==> config.mk <==
export PLATFORM = sky130hd
export DESIGN_NAME = snake_game
export DESIGN_NICKNAME = d
export VERILOG_FILES = /design/src/common/snake_pkg.sv /design/src/snake/snake_body.sv /design/src/snake/snake_render.sv /design/src/source/screen_config.sv /design/src/source/snake_game.sv /design/src/source/tile_ram.sv
export SDC_FILE = /design/constraint.sdc
export NUM_CORES = 2
export LEC_CHECK = 0
export BUFFER_PORTS_ARGS = -buffer_cell sky130_fd_sc_hd__buf_4
export CORE_UTILIZATION = 43
export CTS_CLUSTER_SIZE = 24
export DETAILED_ROUTE_END_ITERATION = 7
export HOLD_SLACK_MARGIN = 0.02
export SYNTH_ARGS = -nofsm -noshare
export SYNTH_HDL_FRONTEND = slang
export SYNTH_SLANG_ARGS = --single-unit
==> constraint.sdc <==
create_clock -name clk -period 31.2 [get_ports clk]
set_input_delay 1.56 -clock clk [delete_from_list [all_inputs] [get_ports clk]]
set_output_delay 1.56 -clock clk [all_outputs]
set_load 0.03 [all_outputs]
==> src/common/snake_pkg.sv <==
package snake_pkg;

	////////////////////////////////////////////////////////////
	// Playing field
	localparam int grid_w    = 32;
	localparam int grid_h    = 32;
	localparam int x_bits    = 5;
	localparam int y_bits    = 5;
	localparam int addr_bits = 10;   // y in the upper bits, x in the lower
	localparam int snake_len = 8;
	localparam int start_x   = 16;
	localparam int start_y   = 16;

	// Tile codes held in the tile memory
	localparam logic [1:0] tile_bg    = 2'd0;
	localparam logic [1:0] tile_snake = 2'd1;
	localparam logic [1:0] tile_coin  = 2'd2;   // Reserved and never written

	typedef logic [7:0] color_t;   // RRR_GGG_BB

	localparam color_t     default_bg    = 8'h00;
	localparam color_t     default_snake = 8'hff;
	localparam color_t     default_coin  = 8'hfc;
	localparam logic [9:0] default_pos_x = 10'd10;
	localparam logic [9:0] default_pos_y = 10'd10;
	localparam logic [1:0] default_scale = 2'd1;   // 2 pixels per tile

	////////////////////////////////////////////////////////////
	// Opposite moves differ only in bit 0
	typedef logic [1:0] dir_t;
	localparam dir_t dir_right = 2'd0;
	localparam dir_t dir_left  = 2'd1;
	localparam dir_t dir_up    = 2'd2;   // y minus 1
	localparam dir_t dir_down  = 2'd3;

	typedef struct packed {
		logic [x_bits-1:0] x;
		logic [y_bits-1:0] y;
	} seg_t;

	typedef seg_t [snake_len-1:0] body_t;   // Entry 0 is the head

	typedef struct packed {
		logic [9:0] pos_x;
		logic [9:0] pos_y;
		logic [1:0] scale;   // Shift amount
		color_t     bg;
		color_t     snake;
		color_t     coin;
	} screen_cfg_t;

	typedef logic [1:0] cfg_sel_t;
	localparam cfg_sel_t sel_origin  = 2'd0;
	localparam cfg_sel_t sel_scale   = 2'd1;
	localparam cfg_sel_t sel_palette = 2'd2;

endpackage

==> src/snake/snake_body.sv <==
module snake_body import snake_pkg::*; (
	input  logic  clk,
	input  logic  reset,
	input  logic  game_tick,
	input  logic  move_enable,
	input  dir_t  move,
	output body_t body,
	output logic  game_over
);

	dir_t dir;
	seg_t head;
	seg_t next_head;
	logic hit_wall;
	logic hit_self;

	assign head = body[0];

	// Direction latch that drops a reversal
	always_ff @(posedge clk) begin
		if (reset) begin
			dir <= dir_right;
		end else if (move_enable && (move != (dir ^ 2'b01))) begin
			dir <= move;
		end
	end

	////////////////////////////////////////////////////////////
	// Next head and wall check
	always_comb begin
		next_head = head;
		hit_wall  = 1'b0;
		case (dir)
			dir_right: begin
				next_head.x = head.x + 1'b1;
				hit_wall    = (head.x == x_bits'(grid_w - 1));
			end
			dir_left: begin
				next_head.x = head.x - 1'b1;
				hit_wall    = (head.x == '0);
			end
			dir_up: begin
				next_head.y = head.y - 1'b1;
				hit_wall    = (head.y == '0);
			end
			default: begin   // Down
				next_head.y = head.y + 1'b1;
				hit_wall    = (head.y == y_bits'(grid_h - 1));
			end
		endcase
	end

	// Old tail leaves on the step, so only entries up to len-2 survive
	always_comb begin
		hit_self = 1'b0;
		for (int i = 0; i < snake_len - 1; i++) begin
			if (body[i] == next_head)
				hit_self = 1'b1;
		end
	end

	////////////////////////////////////////////////////////////
	// Segment shift chain
	always_ff @(posedge clk) begin
		if (reset) begin
			game_over <= 1'b0;
			for (int i = 0; i < snake_len; i++) begin
				body[i].x <= x_bits'(start_x - i);   // Laid out to the left of the head
				body[i].y <= y_bits'(start_y);
			end
		end else if (game_tick && !game_over) begin
			if (hit_wall || hit_self) begin
				game_over <= 1'b1;   // Body holds where it was
			end else begin
				body <= {body[snake_len-2:0], next_head};
			end
		end
	end

	// Sticky until reset
	a_game_over_sticky: assert property (@(posedge clk)
		(game_over && !reset) |=> game_over);

endmodule

==> src/snake/snake_render.sv <==
module snake_render import snake_pkg::*; (
	input  logic                 clk,
	input  logic                 reset,
	input  logic                 game_tick,
	input  body_t                body,
	input  screen_cfg_t          cfg,
	input  logic [9:0]           eval_x,
	input  logic [9:0]           eval_y,
	input  logic [1:0]           rdata,
	output logic                 frame_busy,
	output logic                 we,
	output logic [addr_bits-1:0] waddr,
	output logic [1:0]           wdata,
	output logic [addr_bits-1:0] raddr,
	output logic                 color_valid,
	output color_t               out_color
);

	typedef enum logic [1:0] {
		st_idle,
		st_clear,
		st_draw
	} state_t;

	state_t                       state;
	logic [addr_bits-1:0]         clear_cnt;
	logic [$clog2(snake_len)-1:0] seg_idx;
	seg_t                         seg;

	logic [9:0]  rel_x;
	logic [9:0]  rel_y;
	logic [9:0]  tile_x;
	logic [9:0]  tile_y;
	logic [10:0] span_x;
	logic [10:0] span_y;
	logic        in_x;
	logic        in_y;

	////////////////////////////////////////////////////////////
	// Frame sequencer clears the whole field, then draws each segment
	always_ff @(posedge clk) begin
		if (reset) begin
			state      <= st_idle;
			frame_busy <= 1'b0;
			clear_cnt  <= '0;
			seg_idx    <= '0;
		end else begin
			case (state)
				st_idle: begin
					if (game_tick) begin   // Ticks while busy are dropped
						state      <= st_clear;
						frame_busy <= 1'b1;
						clear_cnt  <= '0;
					end
				end
				st_clear: begin
					clear_cnt <= clear_cnt + 1'b1;
					if (clear_cnt == addr_bits'(grid_w * grid_h - 1)) begin
						state   <= st_draw;
						seg_idx <= '0;
					end
				end
				st_draw: begin
					seg_idx <= seg_idx + 1'b1;
					if (seg_idx == $bits(seg_idx)'(snake_len - 1)) begin
						state      <= st_idle;
						frame_busy <= 1'b0;
					end
				end
				default: state <= st_idle;
			endcase
		end
	end

	assign seg = body[seg_idx];

	// Write port follows the state directly
	always_comb begin
		we    = 1'b0;
		waddr = clear_cnt;
		wdata = tile_bg;
		case (state)
			st_clear: we = 1'b1;
			st_draw: begin
				we    = 1'b1;
				waddr = {seg.y, seg.x};
				wdata = tile_snake;
			end
			default: we = 1'b0;
		endcase
	end

	////////////////////////////////////////////////////////////
	// Pixel lookup
	assign rel_x  = eval_x - cfg.pos_x;
	assign rel_y  = eval_y - cfg.pos_y;
	assign span_x = 11'(grid_w) << cfg.scale;   // Window size in pixels
	assign span_y = 11'(grid_h) << cfg.scale;
	assign in_x   = (eval_x >= cfg.pos_x) && ({1'b0, rel_x} < span_x);
	assign in_y   = (eval_y >= cfg.pos_y) && ({1'b0, rel_y} < span_y);
	assign tile_x = rel_x >> cfg.scale;
	assign tile_y = rel_y >> cfg.scale;
	assign raddr  = {tile_y[y_bits-1:0], tile_x[x_bits-1:0]};

	// Flag lines up with the registered RAM read
	always_ff @(posedge clk) begin
		if (reset)
			color_valid <= 1'b0;
		else
			color_valid <= in_x && in_y;
	end

	always_comb begin
		out_color = '0;
		if (color_valid) begin
			case (rdata)
				tile_bg:    out_color = cfg.bg;
				tile_snake: out_color = cfg.snake;
				tile_coin:  out_color = cfg.coin;
				default:    out_color = '0;
			endcase
		end
	end

	a_we_in_frame: assert property (@(posedge clk) disable iff (reset)
		we |-> frame_busy);

endmodule

==> src/source/screen_config.sv <==
module screen_config import snake_pkg::*; (
	input  logic        clk,
	input  logic        reset,
	input  logic        cfg_write,
	input  cfg_sel_t    cfg_sel,
	input  logic [19:0] cfg_data,
	output screen_cfg_t cfg
);

	////////////////////////////////////////////////////////////
	// Register bank
	always_ff @(posedge clk) begin
		if (reset) begin
			cfg.pos_x <= default_pos_x;
			cfg.pos_y <= default_pos_y;
			cfg.scale <= default_scale;
			cfg.bg    <= default_bg;
			cfg.snake <= default_snake;
			cfg.coin  <= default_coin;   // Fixed after reset
		end else if (cfg_write) begin
			case (cfg_sel)
				sel_origin: begin
					cfg.pos_x <= cfg_data[9:0];
					cfg.pos_y <= cfg_data[19:10];
				end
				sel_scale: begin
					cfg.scale <= cfg_data[1:0];   // Pixels per tile as a shift
				end
				sel_palette: begin
					cfg.bg    <= cfg_data[7:0];
					cfg.snake <= cfg_data[15:8];
				end
				default: begin
					cfg <= cfg;   // Select 3 unused
				end
			endcase
		end
	end

	// Host must never address the unused select
	a_sel_legal: assert property (@(posedge clk) disable iff (reset)
		cfg_write |-> (cfg_sel != 2'd3));

endmodule

==> src/source/snake_game.sv <==
module snake_game import snake_pkg::*; (
	input  logic        clk,
	input  logic        reset,
	input  logic        game_tick,
	input  logic        move_enable,
	input  dir_t        move,
	input  logic [9:0]  eval_x,
	input  logic [9:0]  eval_y,
	input  logic        cfg_write,
	input  cfg_sel_t    cfg_sel,
	input  logic [19:0] cfg_data,
	output logic        game_over,
	output logic        frame_busy,
	output logic        color_valid,
	output color_t      out_color
);

	body_t                body;
	screen_cfg_t          cfg;
	logic                 we;
	logic [addr_bits-1:0] waddr;
	logic [1:0]           wdata;
	logic [addr_bits-1:0] raddr;
	logic [1:0]           rdata;

	////////////////////////////////////////////////////////////
	snake_body i_body (
		.clk         (clk),
		.reset       (reset),
		.game_tick   (game_tick),
		.move_enable (move_enable),
		.move        (move),
		.body        (body),
		.game_over   (game_over)
	);

	screen_config i_config (
		.clk       (clk),
		.reset     (reset),
		.cfg_write (cfg_write),
		.cfg_sel   (cfg_sel),
		.cfg_data  (cfg_data),
		.cfg       (cfg)
	);

	snake_render i_render (
		.clk         (clk),
		.reset       (reset),
		.game_tick   (game_tick),
		.body        (body),
		.cfg         (cfg),
		.eval_x      (eval_x),
		.eval_y      (eval_y),
		.rdata       (rdata),
		.frame_busy  (frame_busy),
		.we          (we),
		.waddr       (waddr),
		.wdata       (wdata),
		.raddr       (raddr),
		.color_valid (color_valid),
		.out_color   (out_color)
	);

	// Tile field written by the sequencer and read by the pixel path
	tile_ram i_ram (
		.clk   (clk),
		.we    (we),
		.waddr (waddr),
		.wdata (wdata),
		.raddr (raddr),
		.rdata (rdata)
	);

endmodule

==> src/source/tile_ram.sv <==
module tile_ram import snake_pkg::*; (
	input  logic                 clk,
	input  logic                 we,
	input  logic [addr_bits-1:0] waddr,
	input  logic [1:0]           wdata,
	input  logic [addr_bits-1:0] raddr,
	output logic [1:0]           rdata
);

	// One tile code per grid cell
	logic [1:0] mem [0:grid_w*grid_h-1];

	always_ff @(posedge clk) begin
		if (we)
			mem[waddr] <= wdata;
	end

	// Registered read returns data one cycle after the address
	always_ff @(posedge clk) begin
		rdata <= mem[raddr];
	end

endmodule
==> reports/qor.yml <==
cts:
  cts_inserted_buffers: 130
  cts_resized: 0
  root_buffer: "clkbuf_16"
  clock_latency_ps: 760
  cts_tree: "built"
  cts_hold_buf: 0
  clock-sinks: 1163
  clockBufferDepth: 3
  cts-htree-levels: 4
  cts_setup_buffers: 0
  clkTransAtPathRegs_ps: 60
synth:
  yosysWarnings: 0
  synth_area_um2: 53800
  synth_seq_cells: 1163
  synthArstFlopShare: 0
  synth-edff-count: 1024
  syn_nets: 4861
  synthCells: 4767
  yosysSeqAreaShare: 0.623
  synth-main-ff-cell: "edfxtp_1"
  synth_top_area_frac: 0.571
  ys_types: 85
  synth_top_cells_by_area: "edfxtp_1 57%, nor2_1 8.4%, dfxtp_1 5.2%"
  yosys.area.top_type: "edfxtp_1"
  syn_avg_cell_area_um2: 11.3
timing:
  min_period_ps: 6810
  worstMarginPinSlew_ps: 1550
  finalHoldViolCount: 0
  final.setup.tns_ps: 0
  fmax_ghz: 0.147
  rsz0062_at_grt: "no"
  setup_viol: 0
  hold_ws_ps: 453
  maxSlewHeadroom: -0.0339
  period_share: 0.218
  skew_ps: 36.1
  slew_violations: 108
  fin_ws_ps: 24390
route:
  top_layer_used: "met5"
  wl_met2_um: 78400
  wl_per_cell_um: 26.3
  postRouteWirelength_um: 167000
  routed-via-count: 38000
  vias_per_cell: 5.96
  first_iter_violations: 5519
  wl_met1_um: 66800
  first_pass_iters: 5
  detail-route-antenna-nets: 0
  drc: 0
  met3_length_um: 16000
worst_setup_path:
  worstSetupStartpointType: "input pin"
  critPathMaxFanout: 67
  crit_path_top_delay_cell: "buf_4"
  critPathBufInv: 4
  crit_path_end_kind: "register"
  required_ps: 31900
  path_class: "in2reg"
  crit_family: "compound AO/OA/AOI/OAI gates"
  worstPathCellList: "buf_4 > inv_1 > ha_1 > fa_1 > nand2b_1 > a2111oi_0 > or4_1 > and2_4 > buf_4 > buf_4 > mux4_2 > a221o_1 > a31oi_1 > a311oi_1 > o31ai_1 > o22ai_1 > a22o_1"
  slowest_delay_ps: 910
  arrival_ps: 7510
  crit_path_frequent_cell: "buf_4"
placement:
  dp_hpwl_um: 88700
  portBuffers: 59
  gp_congestion: 0.833
  pre_cts_ws_ps: 23840
  place_area_um2: 55500
floorplanning:
  die_area_um2: 127000
  dieHeight_um: 356
  core-area_um2: 124000
  rows: 129
  io_pins: 60
  start_util: 0.434
  die_width_um: 356
global_routing:
  grt_first_pass_wirelength_um: 244000
  grt_max_degree: 289
  overflow: 0
  grt_pass1_vias: 36300
  antenna_found_initial: 2
  grt.total_usage: 0.263
job:
  maxCapViolations: 0
layout:
  fin_nets: 4728
  final_area_um2: 59500
  layout_common_cells: "1,205 x nor2_1, 1,024 x edfxtp_1, 598 x nand2_1"
  syn_to_final_growth_pct: 10.6
  final_common_cell: "nor2_1"
  final_layout_size_suffix_gt1_frac: 0.109
power:
  ir_drop_v: 0.0000650
  p_leak_nw: 19.5
  powerDensity_nw_per_um2: 73.8
worst_hold_path:
  hold_path.class: "reg2reg"
outcome:
  violations: "max-slew violations"
  outcome: "finished with violations"
==> metal layers <==
| metal | track usage | vias up |
|---|---|---|
| li1 | - | 16600 |
| met4 | 0.0965 | 2 |
| met2 | 0.422 | 1820 |
| met5 | 0 | - |
| met3 | 0.0446 | 330 |
| met1 | 0.358 | 19200 |
==> path summary, 6_finish.rpt <==
path	to	start	cells past startpoint	slack, ps
setup / recovery	i_ram.rdata[0]$_DFF_P_	eval_x[0]	17	24390
hold / removal	i_config.cfg[18]$_SDFFE_PP0P_	i_config.cfg[18]$_SDFFE_PP0P_	2	450
setup reg to reg	i_ram.rdata[0]$_DFF_P_	i_config.cfg[24]$_SDFFE_PP1P_	13	25030
hold reg to reg	i_config.cfg[18]$_SDFFE_PP0P_	i_config.cfg[18]$_SDFFE_PP0P_	2	450
==> per-stage QoR <==
step | cells | power (W) | utilization
2_1_floorplan | 4767 | 0.00273 | -
3_3_place_gp | 6139 | 0.00293 | 0.448
3_5_place_dp | 6139 | 0.00294 | 0.448
4_1_cts | 6368 | 0.00439 | 0.480
5_1_grt | 6368 | 0.00452 | 0.480
6_report | 6369 | 0.00440 | 0.480
==> cells in the mapped netlist (all sizes together), types with 13 or more instances <==
cell       n
nor2    1214
edfxtp  1024
nand2    631
clkbuf   246
a21oi    164
mux2i    161
nand3    159
buf      155
dfxtp    139
mux4     120
o21ai     61
nor3      53
xnor2     50
and3      42
ha        42
inv       39
nand4     38
a32oi     32
a31oi     31
xor2      29
nor4      24
a22oi     22
nor2b     22
o22ai     21
nand2b    16
a311oi    14
a211oi    13
nand3b    13
==> tightest hold or removal path, stage by stage, from the launching register on <==
cell	delay [ps]
dfxtp_1	310
nand2_1	50
a21oi_1	50
==> logic make-up (layout without fill, tap and decap cells) <==
| group | Yosys count | count (layout) | share of synthesized area |
|---|---|---|---|
| buf+inv | 442 | 406 | 0.0343 |
| fa+ha+maj | 45 | 45 | 0.0109 |
| other cells | 0 | 1 | 0 |
| compound gates | 486 | 486 | 0.0602 |
| mux | 287 | 287 | 0.0817 |
| xor+xnor | 88 | 88 | 0.0168 |
| flops | 1163 | 1163 | 0.623 |
| simple gates | 2256 | 2256 | 0.173 |
==> area by class of cell <==
type                       count  area, um2
clock buffer                 160       3470
antenna                        1       2.50
multi-input combinational   3162      18700
tap                         1637       2050
timing repair buffer         136       1070
fill                       11200      64400
sequential                  1163      33500
inverter                      41        154
clock inverter                69        532
==> registers in the layout (all words and copies together) (netlist names) <==
| name | cells |
|---|---|
| i_render.color_valid | 1 |
| i_config.cfg | 38 |
| i_body.body | 80 |
| i_render.clear_cnt | 10 |
| i_body.dir | 2 |
| i_render.state | 2 |
| i_render.frame_busy | 1 |
| i_ram.rdata | 1 |
| i_ram.mem | 1024 |
| i_body.game_over | 1 |
| i_render.seg_idx | 3 |
==> report_power, final <==
part	internal (W)	switching, W
combinational	0.000242	0.000782
sequential	0.00189	0.0000172
clock	0.000834	0.000634
total	0.00296	0.00143
No activity file was read; power rests on OpenSTA's default activity.
